===== src/verilog/mipsPkg.sv =====
/* Datapath widths, opcode, funct and ALU operation codes,
   and the instruction word read as R-format or I-format */
package mipsPkg;

   // Datapath widths
   localparam int dataWidth    = 32;
   localparam int regAddrWidth = 5;
   localparam int aluCtlWidth  = 3;

   // Primary opcodes
   localparam logic [5:0] opRType = 6'h00;
   localparam logic [5:0] opAddi  = 6'h08;
   localparam logic [5:0] opLw    = 6'h23;
   localparam logic [5:0] opSw    = 6'h2b;
   localparam logic [5:0] opBeq   = 6'h04;

   // R-type funct field
   localparam logic [5:0] functAdd = 6'h20;
   localparam logic [5:0] functSub = 6'h22;
   localparam logic [5:0] functAnd = 6'h24;
   localparam logic [5:0] functOr  = 6'h25;
   localparam logic [5:0] functSlt = 6'h2a;

   // ALU operation codes
   localparam logic [aluCtlWidth-1:0] aluAnd = 3'd0;
   localparam logic [aluCtlWidth-1:0] aluOr  = 3'd1;
   localparam logic [aluCtlWidth-1:0] aluAdd = 3'd2;
   localparam logic [aluCtlWidth-1:0] aluSub = 3'd6;
   localparam logic [aluCtlWidth-1:0] aluSlt = 3'd7;

   // One instruction word, two field layouts
   typedef union packed {
      struct packed {
         logic [5:0]              opcode;
         logic [regAddrWidth-1:0] rs;
         logic [regAddrWidth-1:0] rt;
         logic [regAddrWidth-1:0] rd;
         logic [4:0]              shamt;
         logic [5:0]              funct;
      } rType;
      struct packed {
         logic [5:0]              opcode;
         logic [regAddrWidth-1:0] rs;
         logic [regAddrWidth-1:0] rt;
         logic [15:0]             imm;
      } iType;
   } instrWord;

endpackage


===== src/verilog/fetchStage.sv =====
/* Program counter, next-PC select and the IF/ID register */
module fetchStage import mipsPkg::*; (
   input  logic                 Clk,
   input  logic                 reset,
   input  logic                 stall,
   input  logic                 branchTaken,
   input  logic [dataWidth-1:0] branchTarget,
   input  instrWord             instr,
   output logic [dataWidth-1:0] pc,
   output instrWord             instrId,
   output logic [dataWidth-1:0] pcPlus4Id
);

   logic [dataWidth-1:0] pcPlus4;
   logic [dataWidth-1:0] nextPc;

   assign pcPlus4 = pc + dataWidth'(4);

   // Branch redirect wins, stall holds the current fetch
   always_comb begin
      if (branchTaken) begin
         nextPc = branchTarget;
      end else if (stall) begin
         nextPc = pc;
      end else begin
         nextPc = pcPlus4;
      end
   end

   always_ff @(posedge Clk) begin
      if (reset) begin
         pc <= '0;
      end else begin
         pc <= nextPc;
      end
   end

   // IF/ID instruction, zero word acts as the bubble
   always_ff @(posedge Clk) begin
      if (reset) begin
         instrId <= '0;
      end else if (branchTaken) begin
         // Squash the word fetched behind the beq
         instrId <= '0;
      end else if (!stall) begin
         instrId <= instr;
      end
   end

   // Return address rides along for the branch adder
   always_ff @(posedge Clk) begin
      if (!stall) begin
         pcPlus4Id <= pcPlus4;
      end
   end

endmodule


===== config.mk =====
export PLATFORM = sky130hd
export DESIGN_NAME = fetchStage
export DESIGN_NICKNAME = d
export VERILOG_FILES = /design/src/verilog/mipsPkg.sv /design/src/verilog/fetchStage.sv
export SDC_FILE = /design/constraint.sdc
export NUM_CORES = 1
export LEC_CHECK = 0
export ABC_AREA = 1
export BUFFER_PORTS_ARGS = -buffer_cell sky130_fd_sc_hd__buf_2
export CORE_UTILIZATION = 44
export DETAILED_ROUTE_END_ITERATION = 6
export GPL_ROUTABILITY_DRIVEN = 0
export GPL_TIMING_DRIVEN = 0
export PLACE_DENSITY_LB_ADDON = 0.25
export SLEW_MARGIN = 20
export SYNTH_ARGS = -nofsm -noshare
export SYNTH_HDL_FRONTEND = slang
export SYNTH_SLANG_ARGS = --single-unit

===== constraint.sdc =====
create_clock -name Clk -period 2.2 [get_ports Clk]
set_input_delay 0.44 -clock Clk [delete_from_list [all_inputs] [get_ports Clk]]
set_output_delay 0.44 -clock Clk [all_outputs]
set_load 0.01 [all_outputs]

* Word level (Yosys, flattened, before mapping)
Index checks and enable logic that the tools add are counted.
Word-level totals: register bits 96, bits of input ports 68, output and inout bits 96, logic and storage cells 8
Cells by class: add/sub/neg operators 1, equality and inequality tests 1, mux-type cells 2, reductions and logical operators 1
Operators by type and width (number):
- $mux W32 | 2
- $add A32 B3 Y32 const B | 1
- $ne A2 B1 Y1 const B | 1
- $reduce_or A2 Y1 | 1

* Depth between registers and ports, before layout
Gate-level depths: netlist of run 1.
depth in word-level cells 3, mapped depth 10, depth with buffers taken out 10

* Worst setup path after synthesis of run 1
Ideal clock, no wire load.
path kind input-to-reg, start in stall, end reg pcPlus4Id[0], enable pin, library setup time 0.409 ns, arrival time 1.784 ns, required time 1.791 ns, path slack 0.007 ns, stages 3, buffers on the path 2, cell sequence buf_2 inv_2 clkbuf_1
RTL lines:
- start: declaration | line fetchStage.sv:5 | input logic stall,
- end signal: assignment | line fetchStage.sv:53 | pcPlus4Id <= pcPlus4;
- end: declaration | line fetchStage.sv:11 | output logic [dataWidth-1:0] pcPlus4Id
No word-level cell between the ends.

* Final worst setup path of run 1
start reg pc[3], end reg pc[20]
On the way: word-level cells in the longest chain between the ends 3
RTL lines:
- start: declaration | line fetchStage.sv:9 | output logic [dataWidth-1:0] pc,
- start signal: assignment | line fetchStage.sv:34 | pc <= nextPc;
- $add A32 B3 Y32 | line fetchStage.sv:17 | assign pcPlus4 = pc + dataWidth'(4);
- net pcPlus4[20] | line fetchStage.sv:14 | logic [dataWidth-1:0] pcPlus4;
- $mux W32 | line fetchStage.sv:23 | end else if (stall) begin
- $mux W32 | line fetchStage.sv:21 | if (branchTaken) begin
The timed path passes the listed nets, and every way through them passes these cells. The select of a mux whose other input is x is not followed. A chain may end at the register's enable or synchronous reset.

==> flow_metrics.env, run 1 <==
export IMPL_grtUsageTotal_pct=23.0
export IMPL_hold_ws_ns=0.298
export IMPL_cellLeakagePower_uw=0.00253
export IMPL_start_util_pct=46.2
export IMPL_clock_latency_ns=0.36
export IMPL_arrival_ns=1.93
export IMPL_ir_drop_mv=0.325
export IMPL_synthTopCellsByCount="202 x nand2_1, 64 x dfxtp_1, 51 x a21oi_1, 46 x inv_1, 35 x nor2_1"
export IMPL_r2r_slack_ns=0.51
export IMPL_die_h_um=101
export IMPL_syn_area_sq_um=4350
export IMPL_max_slew_margin_pct=61.8
export IMPL_die_w_um=101
export IMPL_crit_required_ns=2.43
export IMPL_drc=0
export IMPL_grt_antenna_before_repair=1
export IMPL_routedWlPerCell_um=13.4
export IMPL_rsz0062_at_grt="no"
export IMPL_synth_distinct_cells=25
export IMPL_async_flop_share_pct=0
export IMPL_grt_max_degree=27
export IMPL_startpoint_type="flop"
export IMPL_slowest_delay_ns=0.40
export IMPL_hold_viol_final=0
export IMPL_cts_root_buf="clkbuf_8"
export IMPL_cts_max_path_buffers=2
export IMPL_synth_most_common_cell="nand2_1"
export IMPL_crit_buf_inv=0
export IMPL_synth_top_area_share_pct=29.4
export IMPL_syn_nets=612
export IMPL_grt_overflow_total=0
export IMPL_worstMarginPinSlew_ns=0.573
export IMPL_syn_to_final_growth_pct=28.2
export IMPL_crit_chain="ha_1 -> nand3_1 -> nor2_1 -> nand2_1 -> o21ai_0 -> nand2_1 -> a21oi_1 -> nor2_1"
export IMPL_finalNetCount=785
export IMPL_max_freq_mhz=591
export IMPL_drtAntennaViolNets=0
export IMPL_syn_area_per_cell_sq_um=8.02
export IMPL_ios=164
export IMPL_ys_top_cells_by_area="dfxtp_1 29%, edfxtp_1 22%, nand2_1 17%"
export IMPL_cts_tree="built"
export IMPL_dieArea_sq_um=10300
export IMPL_seqCellArea_sq_um=2240
export IMPL_core_area_sq_um=9420
export IMPL_port_buffer_count=161
export IMPL_power_density_nw_per_um2=680
export IMPL_cts_sinks=96
export IMPL_fin_crit_sh_pct=76.9
export IMPL_path_max_fanout=4
export IMPL_antennaDiodeCount=0
export IMPL_multi_input_area_sq_um=1820
export IMPL_path_class="flop to flop"
export IMPL_synth_top_area_cell="dfxtp_1"
export IMPL_cts_max_level=3
export IMPL_num_rows=35
export IMPL_cts_setup_buffers=0
export IMPL_cts_made_buffers=9
export IMPL_layout_filler_cells=883
export IMPL_post_cts_resized=0
export IMPL_ys_seq_area_share_pct=51.5
export IMPL_drt_total_wl_mm=11.4
export IMPL_finalSetupTns_ns=0
export IMPL_power_uw=3800
export IMPL_synth_edf_count=32
export IMPL_ys_ff_latch=96
export IMPL_dp_hpwl_mm=8.68
export IMPL_drive_gt1_share_pct=29.7
export IMPL_hold_path_class="input pin to flop"
export IMPL_ys_flop_type="dfxtp_1"
export IMPL_yosysWarnings=0
export IMPL_slowest_stage="dfxtp_1"
export IMPL_placed_area_sq_um=5340
export IMPL_drt_iter0_markers=182
export IMPL_clock_skew_ns=0.0115
export IMPL_grt_pass1_wl_mm=18.2
export IMPL_clk_pin_slew_ns=0.10
export IMPL_crit_family="simple AND/OR/NAND/NOR gates"
export IMPL_status="finished clean"
export IMPL_num_vias=4139
export IMPL_drtPass1Iterations=4
export IMPL_syn_inst=543
export IMPL_setup_viol=0
export IMPL_period_needed_ns=1.69
export IMPL_final_area_sq_um=5580
export IMPL_vias_per_cell=4.87
export IMPL_worstSetupEndpointType="flop"
export IMPL_max_cap_viol_count=0
export IMPL_grt_pass1_vias=3950
export IMPL_hold_buffers=0
export IMPL_finalMaxSlewViolations=0
[flip-flops by register name (all words and copies together), names as in the netlist]
register,count
pc,32
pcPlus4Id,32
instrId,32
[power breakdown]
group | internal, uW | switching, uW
Sequential | 1930 | 68.6
Combinational | 184 | 262
Clock | 742 | 615
Total | 2850 | 946
[layout by cell type (no fill, tap or decap), types with 2 or more instances in the layout]
master	synthesis	layout
nand2_1	202	202
buf_2	5	166
dfxtp_1	64	64
a21oi_1	51	51
inv_1	46	46
nor2_1	35	35
edfxtp_1	32	32
o21ai_0	18	18
nand3_1	15	15
clkbuf_1	14	14
nor2_4	12	12
clkbuf_8	0	10
a22o_1	7	7
a31oi_1	7	7
xor2_2	6	6
xor2_1	5	5
nand2_2	4	4
xnor2_1	4	4
inv_2	3	3
buf_1	3	3
nand2_4	2	2
and2_1	2	2
a21oi_2	2	2
buf_4	2	2
bufinv_16	0	2
[logic make-up after synthesis]
kind of cell / Yosys count / synth area share [%]
fa+ha+maj: 1 / 0.287
flops: 96 / 51.5
xor+xnor: 15 / 4.05
simple gates: 272 / 26.6
compound gates: 86 / 10.9
buf+inv: 73 / 6.61
[routing by layer]
layer	track usage [%]	share of wire [%]	wire [um]
met2	40.1	48	5440
met5	0	0	0
met3	4.76	7.3	837
met1	27.5	43	4870
met4	9.70	2.3	267
[path summary, 6_finish.rpt]
path / start / end / depth (start not counted)
min: branchTarget[1] / pc[1]$_SDFFE_PP0P_ / 3
max reg2reg: pc[3]$_SDFFE_PP0N_ / pc[20]$_SDFFE_PP0N_ / 8
max: pc[3]$_SDFFE_PP0N_ / pc[20]$_SDFFE_PP0N_ / 8
min reg2reg: instrId[10]$_SDFFE_PP0N_ / instrId[10]$_SDFFE_PP0N_ / 2
[cell type report]
cell class	instances	share of cell area (%)
Buffer	24	1.88
Clock buffer	12	2.98
Clock inverter	4	1.32
Inverter	49	3.29
Multi-Input combinational cell	374	32.7
Sequential cell	96	40.2
Tap cell	129	2.89
Timing Repair Buffer	162	14.8
[worst reg2reg max path, stage by stage, from the launching register on]
cell and delay (ns):
dfxtp_1 0.40, ha_1 0.24, nand3_1 0.14, nor2_1 0.20
nand2_1 0.15, o21ai_0 0.17, nand2_1 0.09, a21oi_1 0.13
nor2_1 0.05
[stage by stage]
step | setup WS, ns | util (%) | instances
detailed placement | 0.346 | 56.7 | 834
global route | 0.261 | 59.3 | 850
global placement | -0.638 | 56.5 | 833
finish | 0.507 | 59.3 | 850
CTS | 0.486 | 59.3 | 850
floorplan | 0.00692 | - | 543
Power figures use the tool's default switching activity.
==> inputs of run 2 (changes only) <==
clock period = 1.4 ns   (was 2.2 ns; I/O delays follow)
==> run 2 against run 1 <==
Effect of this change: power up 48%; critical path depth down 1; register-to-register slack worse by 0.61 ns; final cell count up 1.6%; clock-buffer cell count down 2; fmax up 13%; non-clock buffer count up 14; via count up 1.8%; the flow now finishes with violations (negative setup slack); cell area up 5.0%.
==> flow_metrics.env, run 2 (synthesis gave the netlist of run 1 again) <==
export IMPL_status="complete, but fails checks"
export IMPL_violations="negative setup slack"
export IMPL_fin_crit_sh_pct=107
export IMPL_finalWorstSetupSlack_ns=-0.0993
export IMPL_path_class="flop to flop"
export IMPL_largestRegisters="instrId x32, pcPlus4Id x32, pc x32"
export IMPL_drc=0
export IMPL_hold_buffers=0
export IMPL_crit_required_ns=1.52
export IMPL_cts_tree="built"
export IMPL_clk_pin_slew_ns=0.10
export IMPL_multi_input_area_sq_um=1970
export IMPL_slowest_stage="dfxtp_2"
export IMPL_port_buffer_count=161
export IMPL_worstMarginPinSlew_ns=0.619
export IMPL_ir_drop_mv=0.489
export IMPL_syn_to_final_growth_pct=34.6
export IMPL_dieArea_sq_um=10300
export IMPL_period_needed_ns=1.50
export IMPL_crit_chain="nand2_1 -> nor2_1 -> nand2_1 -> nor2_4 -> nand2_1 -> nand2_1 -> nand2_1"
export IMPL_seqCellArea_sq_um=2310
export IMPL_cts_max_path_buffers=2
export IMPL_setup_viol=15
export IMPL_die_h_um=101
export IMPL_cts_root_buf="clkbuf_8"
export IMPL_grt_pass1_wl_mm=18.3
export IMPL_max_freq_mhz=667
export IMPL_grtUsageTotal_pct=23.1
export IMPL_slowest_delay_ns=0.39
export IMPL_cellLeakagePower_uw=0.00263
export IMPL_placed_area_sq_um=5340
export IMPL_hold_ws_ns=0.149
export IMPL_num_vias=4215
export IMPL_finalMaxSlewViolations=0
export IMPL_dp_hpwl_mm=8.62
export IMPL_cts_made_buffers=9
export IMPL_ios=164
export IMPL_vias_per_cell=4.88
export IMPL_arrival_ns=1.62
export IMPL_drt_total_wl_mm=11.8
export IMPL_dp_cells=833
export IMPL_die_w_um=101
export IMPL_hold_path_class="input pin to flop"
export IMPL_clock_latency_ns=0.36
export IMPL_finalNetCount=799
export IMPL_crit_top_cell="nand2_1"
export IMPL_grt_overflow_total=0
export IMPL_path_max_fanout=5
export IMPL_startpoint_type="flop"
export IMPL_power_density_nw_per_um2=962
export IMPL_cts_max_level=3
export IMPL_routedWlPerCell_um=13.7
export IMPL_layout_filler_cells=832
export IMPL_drtPass1Iterations=4
export IMPL_drt_iter0_markers=135
export IMPL_worstSetupEndpointType="flop"
export IMPL_fin_util_pct=62.2
export IMPL_final_common_cell="nand2_1"
export IMPL_hold_viol_final=0
export IMPL_final_cell_count_no_fill=864
export IMPL_final_area_sq_um=5860
export IMPL_antennaDiodeCount=0
export IMPL_final_cell_mix="186 x nand2_1, 166 x buf_2, 48 x a21oi_1"
export IMPL_cts_sinks=96
export IMPL_max_cap_viol_count=0
export IMPL_rsz0062_at_grt="yes"
export IMPL_num_rows=35
export IMPL_grt_antenna_before_repair=1
export IMPL_drive_gt1_share_pct=39.9
export IMPL_start_util_pct=46.2
export IMPL_clock_skew_ns=0.0129
export IMPL_core_area_sq_um=9420
export IMPL_drtAntennaViolNets=0
export IMPL_post_place_ws_ns=-0.294
export IMPL_grt_pass1_vias=4014
export IMPL_grt_max_degree=42
export IMPL_max_slew_margin_pct=58.7
run 2: changes by cell type in the layout (fill, tap and decap cells not counted), moves of 6 or more:
cell,change
buf_4,+14
dfxtp_1,-23
dfxtp_2,+6
dfxtp_4,+17
nand2_1,-16
nand2_2,+15
nor2_1,-12
nor2_2,+10
run 2: path summary, 6_finish.rpt:
check                           startpoint                       end  slack [ns]  cells after the start
setup reg to reg        pc[8]$_SDFFE_PP0N_   pcPlus4Id[24]$_DFFE_PN_        -0.1                      7
hold / removal             branchTarget[0]        pc[0]$_SDFFE_PP0P_        0.15                      3
setup / recovery        pc[8]$_SDFFE_PP0N_   pcPlus4Id[24]$_DFFE_PN_        -0.1                      7
hold reg to reg   instrId[30]$_SDFFE_PP0N_  instrId[30]$_SDFFE_PP0N_        0.47                      2
run 2: power by group:
group / leakage [uW] / internal (uW) / switching (uW)
Combinational: 0.00167 / 317 / 434
Sequential: 0.000864 / 3020 / 112
Clock: 0.0000941 / 756 / 996
Total: 0.00263 / 4090 / 1540
run 2: metrics by stage:
step           power, uW  TNS (ns)
2_1_floorplan       3570         0
4_1_cts             5650    -0.462
3_5_place_dp        3910     -9.99
5_1_grt             5880     -3.04
3_3_place_gp        3880     -8.35
6_report            5640    -0.811
run 2: area by class of cell:
type                       count  area share, %
inverter                      49           3.14
timing repair buffer         176           15.9
buffer                        24           1.84
multi-input combinational    374           33.7
tap                          129           2.75
sequential                    96           39.5
clock inverter                 6          0.683
clock buffer                  10           2.54
run 2: per-layer routing:
metal  track usage [%]  wire length [um]
met1              27.7              4850
met2              39.6              5830
met3              5.52               803
met4              10.0               325
met5                 0                10
run 2: worst max-delay path: cells and delay by family (launching register included):
kind | cells | cell delay [ns]
flip-flops | 1 | 0.39
AND/OR/NAND/NOR | 7 | 0.88
run 2: what timing repair did:
item                                    CTS  global route
pin swaps                                12            19
gates resized for setup                  36            46
endpoints found under the setup margin   39            39
buffers inserted                          8             7
