===== src/verilog/mipsPkg.sv =====
/* Datapath widths, opcode, funct and ALU operation codes,
   and the instruction word read as R-format or I-format */
package mipsPkg;

   // Datapath widths
   localparam int dataWidth    = 32;
   localparam int regAddrWidth = 5;
   localparam int aluCtlWidth  = 3;

   // Primary opcodes
   localparam logic [5:0] opRType = 6'h00;
   localparam logic [5:0] opAddi  = 6'h08;
   localparam logic [5:0] opLw    = 6'h23;
   localparam logic [5:0] opSw    = 6'h2b;
   localparam logic [5:0] opBeq   = 6'h04;

   // R-type funct field
   localparam logic [5:0] functAdd = 6'h20;
   localparam logic [5:0] functSub = 6'h22;
   localparam logic [5:0] functAnd = 6'h24;
   localparam logic [5:0] functOr  = 6'h25;
   localparam logic [5:0] functSlt = 6'h2a;

   // ALU operation codes
   localparam logic [aluCtlWidth-1:0] aluAnd = 3'd0;
   localparam logic [aluCtlWidth-1:0] aluOr  = 3'd1;
   localparam logic [aluCtlWidth-1:0] aluAdd = 3'd2;
   localparam logic [aluCtlWidth-1:0] aluSub = 3'd6;
   localparam logic [aluCtlWidth-1:0] aluSlt = 3'd7;

   // One instruction word, two field layouts
   typedef union packed {
      struct packed {
         logic [5:0]              opcode;
         logic [regAddrWidth-1:0] rs;
         logic [regAddrWidth-1:0] rt;
         logic [regAddrWidth-1:0] rd;
         logic [4:0]              shamt;
         logic [5:0]              funct;
      } rType;
      struct packed {
         logic [5:0]              opcode;
         logic [regAddrWidth-1:0] rs;
         logic [regAddrWidth-1:0] rt;
         logic [15:0]             imm;
      } iType;
   } instrWord;

endpackage


===== src/verilog/executeStage.sv =====
/* Operand forwarding, ALU and the EX/MEM register */
module executeStage import mipsPkg::*; (
   input  logic                    Clk,
   input  logic                    reset,
   input  logic                    exRegWrite,
   input  logic                    exMemRead,
   input  logic                    exMemWrite,
   input  logic                    exAluSrc,
   input  logic [aluCtlWidth-1:0]  exAluCtl,
   input  logic [regAddrWidth-1:0] exRs,
   input  logic [regAddrWidth-1:0] exRt,
   input  logic [regAddrWidth-1:0] exDest,
   input  logic [dataWidth-1:0]    exOperandA,
   input  logic [dataWidth-1:0]    exOperandB,
   input  logic [dataWidth-1:0]    exImm,
   input  logic                    wbEnable,
   input  logic [regAddrWidth-1:0] wbAddr,
   input  logic [dataWidth-1:0]    wbData,
   output logic                    memRegWrite,
   output logic                    memMemRead,
   output logic                    memMemWrite,
   output logic [regAddrWidth-1:0] memDest,
   output logic [dataWidth-1:0]    memAluResult,
   output logic [dataWidth-1:0]    memStoreData
);

   logic [dataWidth-1:0] aluA;
   logic [dataWidth-1:0] storeData;
   logic [dataWidth-1:0] aluB;
   logic [dataWidth-1:0] aluResult;

   // Newest producer wins: EX/MEM first, then writeback
   function automatic logic [dataWidth-1:0] forwardOperand(
      input logic [regAddrWidth-1:0] src,
      input logic [dataWidth-1:0]    idValue
   );
      if (src == '0) begin
         return idValue;
      end else if (memRegWrite && !memMemRead && (memDest == src)) begin
         // A load in EX/MEM never lands here, decode stalls for it
         return memAluResult;
      end else if (wbEnable && (wbAddr == src)) begin
         return wbData;
      end
      return idValue;
   endfunction

   always_comb begin
      aluA      = forwardOperand(exRs, exOperandA);
      storeData = forwardOperand(exRt, exOperandB);
      // Immediate for addi, lw and sw
      aluB      = exAluSrc ? exImm : storeData;
   end

   // ALU
   always_comb begin
      case (exAluCtl)
         aluAdd:  aluResult = aluA + aluB;
         aluSub:  aluResult = aluA - aluB;
         aluAnd:  aluResult = aluA & aluB;
         aluOr:   aluResult = aluA | aluB;
         aluSlt:  aluResult = {{(dataWidth-1){1'b0}}, ($signed(aluA) < $signed(aluB))};
         default: aluResult = '0;
      endcase
   end

   // EX/MEM control
   always_ff @(posedge Clk) begin
      if (reset) begin
         memRegWrite <= 1'b0;
         memMemRead  <= 1'b0;
         memMemWrite <= 1'b0;
      end else begin
         memRegWrite <= exRegWrite;
         memMemRead  <= exMemRead;
         memMemWrite <= exMemWrite;
      end
   end

   // EX/MEM payload
   always_ff @(posedge Clk) begin
      memDest      <= exDest;
      memAluResult <= aluResult;
      memStoreData <= storeData;
   end

endmodule


===== config.mk =====
export PLATFORM = sky130hd
export DESIGN_NAME = executeStage
export DESIGN_NICKNAME = d
export VERILOG_FILES = /design/src/verilog/mipsPkg.sv /design/src/verilog/executeStage.sv
export SDC_FILE = /design/constraint.sdc
export NUM_CORES = 1
export LEC_CHECK = 0
export BUFFER_PORTS_ARGS = -buffer_cell sky130_fd_sc_hd__buf_2
export CAP_MARGIN = 10
export CORE_MARGIN = 3
export CORE_UTILIZATION = 25
export DETAILED_ROUTE_END_ITERATION = 10
export SYNTH_ARGS = -nofsm -noshare
export SYNTH_HDL_FRONTEND = slang
export SYNTH_SLANG_ARGS = --single-unit

===== constraint.sdc =====
create_clock -name Clk -period 4.6 [get_ports Clk]
set_input_delay 0.23 -clock Clk [delete_from_list [all_inputs] [get_ports Clk]]
set_output_delay 0.23 -clock Clk [all_outputs]
set_load 0.005 [all_outputs]

### After elaboration in Yosys (flattened, before gate mapping)

Cells that the tools add are included.

* bits in registers: 72
* latch bits: 0
* RAM bits: 0
* memory bits (read-only): 0
* input bits: 158
* output and inout bits: 72
* word-level logic and storage cells: 44
* memories kept: 0

* $add $sub $neg: 2
* multiply operators: 0
* divide/modulo/power cells: 0
* $lt $le $gt $ge: 1
* eq/ne operators: 8
* shift operators: 0
* multiplexer cells: 16
* bitwise logic cells: 2
* reductions and logical operators: 9

Operators by type and width (number)
* $mux W32: 9
* $pmux W32 S5: 1
* $add A32 B32 Y32: 1
* $and A32 B32 Y32: 1
* $lt A32 B32 Y1: 1
* $or A32 B32 Y32: 1
* $sub A32 B32 Y32: 1
* $eq A5 B5 Y1: 4
* $logic_not A5 Y1: 2
* $eq A3 B3 Y1 const B: 2
* $mux W1: 6
* $logic_and A1 B1 Y1: 5
* $eq A3 B1 Y1 const B: 1
* $eq A3 B2 Y1 const B: 1
* $logic_not A3 Y1: 1
* $logic_not A1 Y1: 1

### Depth between registers and ports, before layout

Gate-level depths: netlist of the first run.

* word-level depth: 9
* depth in mapped cells: 23
* mapped depth without buffers: 22

### Worst setup path after synthesis of the first run

Ideal clock, no wire load.

* path type: register to register
* from: register memDest[0]
* to: register memAluResult[29]
* setup time: 0.134 ns
* arrival: 4.619 ns
* required time: 4.466 ns
* path slack: -0.152 ns
* cell stages (with the launch flop): 22
* buffers on the path: 2
* period minus slack after synthesis: 4.752 ns
* cell sequence: dfxtp_1 -> inv_1 -> a221o_1 -> nor4_4 -> inv_2 -> a21oi_1 -> nor2_1 -> a21oi_2 -> buf_2 -> nor2_1 -> a21oi_1 -> ha_1 -> buf_6 -> or4_4 -> nor3_2 -> o211ai_2 -> a2111oi_4 -> nor2_2 -> o311ai_2 -> o221ai_2 -> xnor2_1 -> o22ai_1

* word-level cells in the longest chain between the ends: 8
* elaborated cells between the ends (all ways): 20
* those cells by class: add/sub: 2; eq/ne: 2; mux: 12; bitwise: 2; reduce/logical: 2

Ends and longest elaborated chain
* start: declaration: line executeStage.sv:22 `output logic [regAddrWidth-1:0] memDest,`
* start signal: assignment: line executeStage.sv:82 `memDest <= exDest;`
* $eq A5 B5 Y1: line executeStage.sv:39 `end else if (memRegWrite && !memMemRead && (memDest == src)) begin`
* $logic_and A1 B1 Y1: line executeStage.sv:39
* $mux W32 or $mux W1 (tied branches): line executeStage.sv:39
* $mux W32 or $mux W1 (tied branches): line executeStage.sv:37 `if (src == '0) begin`
* $mux W32: line executeStage.sv:45 `return idValue;`
* $mux W32: line executeStage.sv:52 `aluB = exAluSrc ? exImm : storeData;`
* $sub A32 B32 Y32, or another cell as far along: line executeStage.sv:59 `aluSub: aluResult = aluA - aluB;`
* $pmux W32 S5 (*): line executeStage.sv:57 `case (exAluCtl)`
* net aluResult[29]: line executeStage.sv:30 `logic [dataWidth-1:0] aluResult;`
* end signal: assignment: line executeStage.sv:83 `memAluResult <= aluResult;`
* end: declaration: line executeStage.sv:23 `output logic [dataWidth-1:0] memAluResult,`

Mark *: on every way through the listed nets, which the timed path passes. The rest lies on a longest branch.
A chain may end at the register's enable or synchronous reset.

### Worst setup path after layout of the first run

* from: register memDest[1]
* to: register memAluResult[29]

The elaborated chain is that of the path after synthesis.

==> impl_metrics.yaml, run 1 <==
power:
  peakVddDrop_mv: 0.171
  total_leakage_power_nw: 5.76
  powerDensity_mw_per_mm2: 244
floorplan:
  fp.dieArea_sq_mm: 0.0365
  std_cell_rows: 67
  io-pin-count: 230
  die-height_um: 191
  die_width_um: 191
  initial_utilization: 0.255
  design.core.area_sq_mm: 0.0336
cells_and_area:
  multi_input_comb_area_sq_mm: 0.00702
  layout_commonest_cell: "sky130_fd_sc_hd__buf_2"
  layout.nets: 1765
  stdcell_area_sq_mm: 0.0126
  finish.cell_count_without_fillers: 1949
  final_core_utilization: 0.375
  nFillCells: 3478
  area_delta_synth_final_pct: 47.3
  final_layout_size_suffix_gt1_frac: 0.413
  layout_common_cells: "228 x sky130_fd_sc_hd__buf_2, 204 x sky130_fd_sc_hd__buf_4, 129 x sky130_fd_sc_hd__nor2_1"
  sequential_cell_area_sq_mm: 0.00145
timing:
  worst_slew_pin_slew_ns: 1.15
  totalNegativeSetupSlack_ns: 0
  rsz0062_at_grt: "yes"
  final_period_util: 0.999
  report.final.setup_viol: 0
  clock-skew-final_ns: 0.0130
  fmax_ghz: 0.218
  final.min_clock_period_ns: 4.60
  fin_worst_hold_slack_ns: 0.0524
  timing.final.hold_violations: 0
  slew_violations: 0
  relSlewSlack: 0.233
placement:
  dp.final_hpwl_mm: 26.7
  dpl_cell_area_sq_mm: 0.0114
  placed_cells_incl_taps: 1897
  placement.io_buffers: 229
  globalplace.congestion: 0.942
clock_network:
  tritoncts.num_buffers: 9
  cts_sinks: 72
  clock_insertion_delay_worst_skew_ns: 0.36
  worst_setup_hold_path_clk_slew_ns: 0.06
  cts_tree: "yes"
  h-tree-depth: 3
  clock_tree.buffer_depth: 2
  clockRootBuffer: "sky130_fd_sc_hd__clkbuf_16"
drt:
  detail-route-antenna-nets: 0
  post-route-drc-count: 0
  via_count: 9550
  wire_per_inst_um: 17.7
  via_to_cell_ratio: 4.90
  drtIter0Drc: 436
  detailedRoute.firstPassIterationCount: 6
  totalWireLength_mm: 34.5
global_route:
  grtUsageMet3: 0.0306
  grt_use_met2: 0.295
  total_overflow_reported_by_the_global_router: 0
  global_route.peak_usage_layer: "met2"
  gr-usage-all-layers: 0.180
  wire_length_of_the_first_global_routing_pass_mm: 51.8
  grt_max_degree: 32
  antenna_found_initial: 1
  met1_usage: 0.246
  number_of_global_route_vias_before_repair: 9305
setup_path:
  end_kind: "register"
  critical_path_buf_inv_count: 7
  critical_path.top_delay_family: "compound AO/OA/AOI/OAI gates"
  cp-start-kind: "register"
  critPathMaxStageDelay_ns: 0.57
  critPathRequiredTime_ns: 4.78
  worst-setup-path-type: "register to register"
  worst_path_arrival_ns: 4.78
  worst_path_max_delay_cell: "sky130_fd_sc_hd__or4_4"
  path_max_fanout: 4
  timing.critical_path.cells: "buf_6 -> inv_2 -> a221o_1 -> nor4_4 -> inv_2 -> a21oi_2 -> nor2_2 -> a21oi_4 -> buf_12 -> buf_16 -> buf_8 -> a21oi_4 -> ha_4 -> or4_4 -> nor3_4 -> o211ai_2 -> a2111oi_4 -> buf_4 -> nor2_4 -> o311ai_4 -> o221ai_2 -> xnor2_1 -> o22ai_1"
synthesis:
  synth.yosys.seq_area_share: 0.168
  synth.yosys.warnings: 0
  ys_async_sr_fraction: 0
  synthCells: 1104
  ys_dominant_reg_cell: "sky130_fd_sc_hd__dfxtp_1"
  yosysUniqueCellTypes: 75
  synth-edff-count: 0
  syn_area_sq_mm: 0.00856
  synth_area_per_cell_sq_um: 7.75
  postSynthRegisterBits: 72
  nets_in_the_synthesized_netlist: 1373
outcome:
  outcome: "complete, no violations"
run:
  max_cap_viol_count: 0
min_path:
  hold_path_class: "primary input to register"
what timing repair did:
item,in CTS,in global routing
setup endpoints to repair,11,18
buffers inserted,9,20
endpoints found under the hold margin,5,0
cloned,2,0
hold buffers,5,0
pin swaps,9,23
gates resized for setup,42,65
path summary, 6_finish.rpt:
kind | start | endpoint | slack, ns | cells after the start
worst max-delay path | memDest[1] | memAluResult[29] | 0.004 | 23
worst min-delay path | reset | memMemRead | 0.05 | 2
worst max register to register | memDest[1] | memAluResult[29] | 0.004 | 23
worst min register to register | memAluResult[26] | memStoreData[26] | 0.61 | 2
flip-flops by register name (all words and copies together), names as in the netlist:
register	flops
memAluResult	32
memDest	5
memRegWrite	1
memMemWrite	1
memStoreData	32
memMemRead	1
routing by layer:
| layer | vias up | wire length (um) | share of wire |
|---|---|---|---|
| li1 | 4734 | - | - |
| met1 | 4508 | 16000 | 0.46 |
| met2 | 283 | 16000 | 0.46 |
| met3 | 23 | 2110 | 0.061 |
| met4 | 2 | 437 | 0.013 |
| met5 | - | 7 | 0.00020 |
synth_stat cells, drive strengths merged, types with 3 or more instances:
cell	count	area [sq um]
o22a	3	26.3
a2111oi	5	68.8
nor4	10	77.6
nand2b	13	81.3
o311ai	3	33.8
buf	21	95.1
o31ai	16	125
mux2i	107	1070
o21ai	56	280
nand3	14	70.1
a21o	9	67.6
nor2b	13	81.3
o311a	3	30.0
o21a	4	30.0
a31oi	11	68.8
o31a	4	35.0
inv	78	293
o41ai	3	33.8
nor3	16	90.1
a21oi	123	619
and2	3	18.8
nand2	43	161
o221ai	6	65.1
a22oi	5	37.5
nand4	9	56.3
clkbuf	49	184
mux2	33	372
ha	109	1360
a211oi	6	45.0
a221oi	4	35.0
dfxtp	72	1440
xnor2	30	263
xor2	16	140
o21bai	6	45.0
o22ai	26	163
or2	3	18.8
nor2	131	494
o211ai	13	103
kinds of logic (layout without fill, tap and decap cells):
kind of cell | count (synthesis) | in the layout | synth area share
adder cells (fa/ha/maj) | 111 | 111 | 0.164
XOR/XNOR | 46 | 46 | 0.0471
buffers and inverters | 148 | 544 | 0.0668
multiplexers | 140 | 140 | 0.169
flip-flops | 72 | 72 | 0.168
AO/OA/AOI/OAI | 321 | 321 | 0.240
AND/OR/NAND/NOR | 266 | 266 | 0.145
other | 0 | 1 | 0
final cells by class:
cell class | instances | share of cell area
Timing Repair Buffer | 451 | 0.236
Tap cell | 448 | 0.0445
Clock buffer | 13 | 0.0214
Sequential cell | 72 | 0.115
Clock inverter | 2 | 0.00298
Inverter | 78 | 0.0232
Antenna cell | 1 | 0.000199
Multi-Input combinational cell | 884 | 0.557
through the flow:
stage / power (W) / setup WS (ns)
after floorplan: 0.00155 / 0.00454
after global placement: 0.00218 / -0.375
after detailed placement: 0.00218 / -0.359
after CTS: 0.00303 / -0.0266
after global routing: 0.00328 / -0.249
final: 0.00308 / 0.00350
power by group:
group | switching [W] | internal [W]
Combinational | 0.000824 | 0.000742
Sequential | 0.0000474 | 0.000690
Clock | 0.000310 | 0.000462
Power figures use the tool's default switching activity.
==> run 2, diff against run 1 <==
- MAX_ROUTING_LAYER: not set -> met4
==> impl_metrics.yaml, run 2 (synthesis gave the netlist of run 1 again) <==
outcome:
  outcome: "complete, no violations"
cells_and_area:
  final_layout_size_suffix_gt1_frac: 0.428
  area_delta_synth_final_pct: 50.0
  layout.nets: 1760
  layout_common_cells: "228 x sky130_fd_sc_hd__buf_2, 192 x sky130_fd_sc_hd__buf_4, 126 x sky130_fd_sc_hd__nor2_1"
  layout_commonest_cell: "sky130_fd_sc_hd__buf_2"
  final_core_utilization: 0.382
  finish.cell_count_without_fillers: 1945
  stdcell_area_sq_mm: 0.0128
  largestRegisters: "memAluResult x32, memStoreData x32, memDest x5"
  nFillCells: 3461
setup_path:
  timing.critical_path.cells: "xnor2_2 -> nand4_1 -> nor3_4 -> inv_2 -> a21oi_2 -> o22a_2 -> buf_12 -> clkbuf_16 -> a21oi_2 -> mux2_4 -> ha_4 -> or4_4 -> nor3_4 -> o211ai_2 -> a2111oi_4 -> buf_4 -> o221ai_4 -> o31ai_2 -> a21oi_1 -> xnor2_1 -> o22ai_1"
  end_kind: "register"
  path_max_fanout: 6
  worst_path_arrival_ns: 4.68
  worst-setup-path-type: "register to register"
  worst_r2r_startpoint: "memDest[3]"
  reg2reg_slack_ns: 0.14
  worst_path_max_delay_cell: "sky130_fd_sc_hd__or4_4"
  timing.reg2reg.worst_path_depth: 21
  critPathRequiredTime_ns: 4.82
  cp-start-kind: "register"
  critPathMaxStageDelay_ns: 0.55
  r2r-end: "memAluResult[25]"
drt:
  via_count: 9611
  via_to_cell_ratio: 4.94
  detail-route-antenna-nets: 0
  drtIter0Drc: 496
  wire_per_inst_um: 18.3
  totalWireLength_mm: 35.6
  post-route-drc-count: 0
  detailedRoute.firstPassIterationCount: 5
placement:
  globalplace.congestion: 0.923
  placement.io_buffers: 229
  placed_cells_incl_taps: 1883
  dpl_cell_area_sq_mm: 0.0113
  dp.final_hpwl_mm: 26.6
timing:
  clock-skew-final_ns: 0.0144
  final.min_clock_period_ns: 4.46
  relSlewSlack: 0.412
  report.final.setup_viol: 0
  timing.final.hold_violations: 0
  fmax_ghz: 0.224
  rsz0062_at_grt: "yes"
  fin_worst_hold_slack_ns: 0.0602
  slew_violations: 0
  worst_slew_pin_slew_ns: 0.879
  final_period_util: 0.970
min_path:
  hold_path_class: "primary input to register"
  min_to: "memMemRead"
  min_delay_path_depth: 2
  min_from: "reset"
clock_network:
  cts_sinks: 72
  cts_tree: "yes"
  clock_insertion_delay_worst_skew_ns: 0.36
  clockRootBuffer: "sky130_fd_sc_hd__clkbuf_16"
  worst_setup_hold_path_clk_slew_ns: 0.06
  clock_tree.buffer_depth: 2
  tritoncts.num_buffers: 9
  h-tree-depth: 3
power:
  intPower_w: 0.00188
  pwr-share-comb: 0.526
  p_switching_w: 0.00122
  share_of_total_power_in_sequential_cells: 0.238
  total_leakage_power_nw: 5.80
  peakVddDrop_mv: 0.167
  powerDensity_mw_per_mm2: 241
  switching_fraction: 0.393
  power_frac_clock: 0.236
global_route:
  grtUsageMet3: 0.0255
  gr-usage-all-layers: 0.184
  global_route.peak_usage_layer: "met2"
  grt_use_met2: 0.300
  antenna_found_initial: 1
  met1_usage: 0.244
  grt_max_degree: 58
  wire_length_of_the_first_global_routing_pass_mm: 51.6
  number_of_global_route_vias_before_repair: 9261
  total_overflow_reported_by_the_global_router: 0
floorplan:
  fp.dieArea_sq_mm: 0.0365
  io-pin-count: 230
  die-height_um: 191
  initial_utilization: 0.255
  design.core.area_sq_mm: 0.0336
  std_cell_rows: 67
  die_width_um: 191
run:
  max_cap_viol_count: 0
-- run 2: changes by cell type in the layout (fill, tap and decap cells not counted), sizes merged --
cell,before,now
buf,446,439
clkbuf,13,15
clkinv,0,1
-- run 2: worst max-delay path by stage --
stage               start               end  slack [ns]
2_1_floorplan  memDest[3]  memAluResult[29]       0.005
3_3_place_gp      exRt[1]  memAluResult[21]       -0.35
3_5_place_dp      exRt[2]  memAluResult[21]       -0.35
4_1_cts        memDest[0]  memAluResult[21]       0.003
5_1_grt        memDest[3]  memAluResult[28]        -0.1
6_report       memDest[3]  memAluResult[25]        0.14
-- run 2: repair_timing --
item,4_1_cts,5_1_grt
gates cloned,0,3
endpoints found under the hold margin,5,0
buffers inserted,11,26
hold buffers,5,0
resized for setup,34,118
pin swaps,15,40
setup endpoints to repair,10,23
-- run 2: power by group through the flow --
stage | clock network (W) | registers, W | logic [W]
floorplan | 0 | 0.000745 | 0.000810
global placement | 0 | 0.000748 | 0.00143
detailed placement | 0 | 0.000749 | 0.00143
CTS | 0.000751 | 0.000736 | 0.00148
global route | 0.000779 | 0.000745 | 0.00177
finish | 0.000732 | 0.000737 | 0.00163
-- run 2: final cells by class --
type                            count  area, sq um  share of cell area
Multi-Input combinational cell    884         7280               0.567
Timing Repair Buffer              446         2970               0.231
Sequential cell                    72         1450               0.113
Tap cell                          448          561              0.0437
Inverter                           78          293              0.0228
Clock buffer                       13          240              0.0187
Clock inverter                      3         42.5             0.00331
Antenna cell                        1         2.50            0.000195
-- run 2: through the flow --
stage | total power (W) | setup WS, ns | setup TNS, ns
3_3_place_gp | 0.00217 | -0.350 | -0.729
4_1_cts | 0.00297 | 0.00315 | 0
2_1_floorplan | 0.00155 | 0.00454 | 0
5_1_grt | 0.00329 | -0.0988 | -0.605
6_report | 0.00310 | 0.136 | 0
3_5_place_dp | 0.00218 | -0.350 | -1.21
-- run 2: routing by layer --
| layer | wire length (um) | vias to the layer above | part of all wire |
|---|---|---|---|
| met5 | 0 | - | 0 |
| met4 | 544 | 0 | 0.015 |
| met1 | 16600 | 4578 | 0.47 |
| met2 | 16600 | 281 | 0.47 |
| met3 | 1940 | 32 | 0.054 |
| li1 | - | 4720 | - |
-- run 2: worst max-delay path: cells and delay by family, from the launching register on --
kind | cells | cell delay (ns)
AND/OR/NAND/NOR | 4 | 1.12
XOR/XNOR | 2 | 0.31
adder cells (fa/ha/maj) | 1 | 0.26
multiplexers | 1 | 0.30
flip-flops | 1 | 0.37
AO/OA/AOI/OAI | 9 | 1.38
buffers and inverters | 4 | 0.55
==> run 3, diff against run 2 <==
- CORE_ASPECT_RATIO: not set -> 1.2
- SKIP_LAST_GASP: not set -> 1
==> impl_metrics.yaml, run 3 (synthesis gave the netlist of run 1 again) <==
cells_and_area:
  layout_common_cells: "235 x sky130_fd_sc_hd__buf_4, 229 x sky130_fd_sc_hd__buf_2, 125 x sky130_fd_sc_hd__nor2_1"
  area_delta_synth_final_pct: 52.6
  stdcell_area_sq_mm: 0.0131
  largestRegisters: "memAluResult x32, memStoreData x32, memDest x5"
  layout.nets: 1806
  nFillCells: 3466
  sequential_cell_area_sq_mm: 0.00145
  multi_input_comb_area_sq_mm: 0.00715
  final_layout_size_suffix_gt1_frac: 0.439
  layout_commonest_cell: "sky130_fd_sc_hd__buf_4"
placement:
  dp.final_hpwl_mm: 28.0
  placement.io_buffers: 229
  dpl_cell_area_sq_mm: 0.0117
  globalplace.congestion: 0.925
power:
  design_power_total_w: 0.00309
  power_frac_clock: 0.224
  share_of_total_power_in_sequential_cells: 0.240
  p_switching_w: 0.00122
  pwr-share-comb: 0.536
  peakVddDrop_mv: 0.181
  switching_fraction: 0.395
  intPower_w: 0.00187
  total_leakage_power_nw: 6.00
  powerDensity_mw_per_mm2: 236
setup_path:
  worst_path_most_repeated_cell: "sky130_fd_sc_hd__buf_6"
  critPathMaxStageDelay_ns: 0.55
  worst_path_max_delay_cell: "sky130_fd_sc_hd__or4_4"
  crit_path_cell_count: 26
  end_kind: "register"
  critPathRequiredTime_ns: 4.86
  worst_path_arrival_ns: 4.84
  crit_end: "memAluResult[0]"
  worst-setup-path-type: "register to register"
  cp-start-kind: "register"
  critical_path_buf_inv_count: 9
  cp-startpoint: "memDest[3]"
  timing.reg2reg.worst_path_depth: 26
  critical_path.top_delay_family: "compound AO/OA/AOI/OAI gates"
  path_max_fanout: 7
  worst_r2r_startpoint: "memDest[3]"
  reg2reg_slack_ns: 0.02
  r2r-end: "memAluResult[0]"
drt:
  drtIter0Drc: 575
  via_count: 9826
  post-route-drc-count: 0
  via_to_cell_ratio: 4.93
  wire_per_inst_um: 17.7
  totalWireLength_mm: 35.3
  detailedRoute.firstPassIterationCount: 5
  detail-route-antenna-nets: 0
timing:
  clock-skew-final_ns: 0.00962
  relSlewSlack: 0.358
  fin_worst_hold_slack_ns: 0.0477
  rsz0062_at_grt: "yes"
  final_period_util: 0.997
  timing.final.hold_violations: 0
  slew_violations: 0
  worst_slew_pin_slew_ns: 0.963
  fmax_ghz: 0.218
  final.min_clock_period_ns: 4.58
  report.final.setup_viol: 0
  totalNegativeSetupSlack_ns: 0
clock_network:
  clockRootBuffer: "sky130_fd_sc_hd__clkbuf_16"
  clock_tree.buffer_depth: 2
  worst_setup_hold_path_clk_slew_ns: 0.06
  h-tree-depth: 3
  clock_insertion_delay_worst_skew_ns: 0.36
  tritoncts.num_buffers: 9
  cts_tree: "yes"
  cts_sinks: 72
run:
  max_cap_viol_count: 0
global_route:
  wire_length_of_the_first_global_routing_pass_mm: 52.9
  gr-usage-all-layers: 0.186
  antenna_found_initial: 1
  grt_max_degree: 57
  number_of_global_route_vias_before_repair: 9679
  total_overflow_reported_by_the_global_router: 0
min_path:
  min_from: "reset"
  hold_path_class: "primary input to register"
outcome:
  outcome: "complete, no violations"
floorplan:
  initial_utilization: 0.256
  die_width_um: 175
  std_cell_rows: 73
  die-height_um: 209
  design.core.area_sq_mm: 0.0334
  fp.dieArea_sq_mm: 0.0365
  io-pin-count: 230
[run 3: metrics by stage]
| stage | setup WS, ns | instances | utilization |
|---|---|---|---|
| 2_1_floorplan | 0.00454 | 1104 | - |
| 3_3_place_gp | 0.00311 | 1930 | 0.351 |
| 3_5_place_dp | -0.0672 | 1930 | 0.351 |
| 4_1_cts | -0.00491 | 1966 | 0.367 |
| 5_1_grt | -0.211 | 1993 | 0.391 |
| 6_report | 0.0153 | 1993 | 0.391 |
[run 3: power groups by stage]
stage | Combinational (W) | Sequential [W] | Clock (W)
6_report | 0.00166 | 0.000740 | 0.000692
5_1_grt | 0.00180 | 0.000747 | 0.000727
4_1_cts | 0.00150 | 0.000740 | 0.000708
3_5_place_dp | 0.00147 | 0.000752 | 0
3_3_place_gp | 0.00146 | 0.000753 | 0
2_1_floorplan | 0.000810 | 0.000745 | 0
[run 3: cell type report]
cell class                      instances  share of cell area
Timing Repair Buffer                  492               0.255
Clock buffer                           13              0.0192
Clock inverter                          3             0.00134
Sequential cell                        72               0.111
Inverter                               78              0.0224
Multi-Input combinational cell        884               0.547
Tap cell                              450              0.0431
Antenna cell                            1            0.000192
[run 3: worst min-delay path by stage]
stage / to / slack [ns] / cells after the start
2_1_floorplan: memDest[0] / 0.26 / 0
3_3_place_gp: memDest[0] / 0.34 / 1
3_5_place_dp: memDest[4] / 0.33 / 1
4_1_cts: memMemRead / 0.03 / 2
5_1_grt: memMemRead / 0.07 / 2
6_report: memMemRead / 0.05 / 2
[run 3: routing by layer]
| metal | GRT usage | wire length [um] |
|---|---|---|
| met5 | - | 0 |
| met4 | 0.0595 | 904 |
| met3 | 0.0209 | 1820 |
| met2 | 0.316 | 16900 |
| met1 | 0.232 | 15600 |
[run 3: timing repair]
item,CTS,global route
buffers inserted,15,28
gates resized for setup,27,110
endpoints found under the hold margin,5,0
hold buffers,5,0
pin swaps,21,48
endpoints found under the setup margin,7,17
cloned,0,1
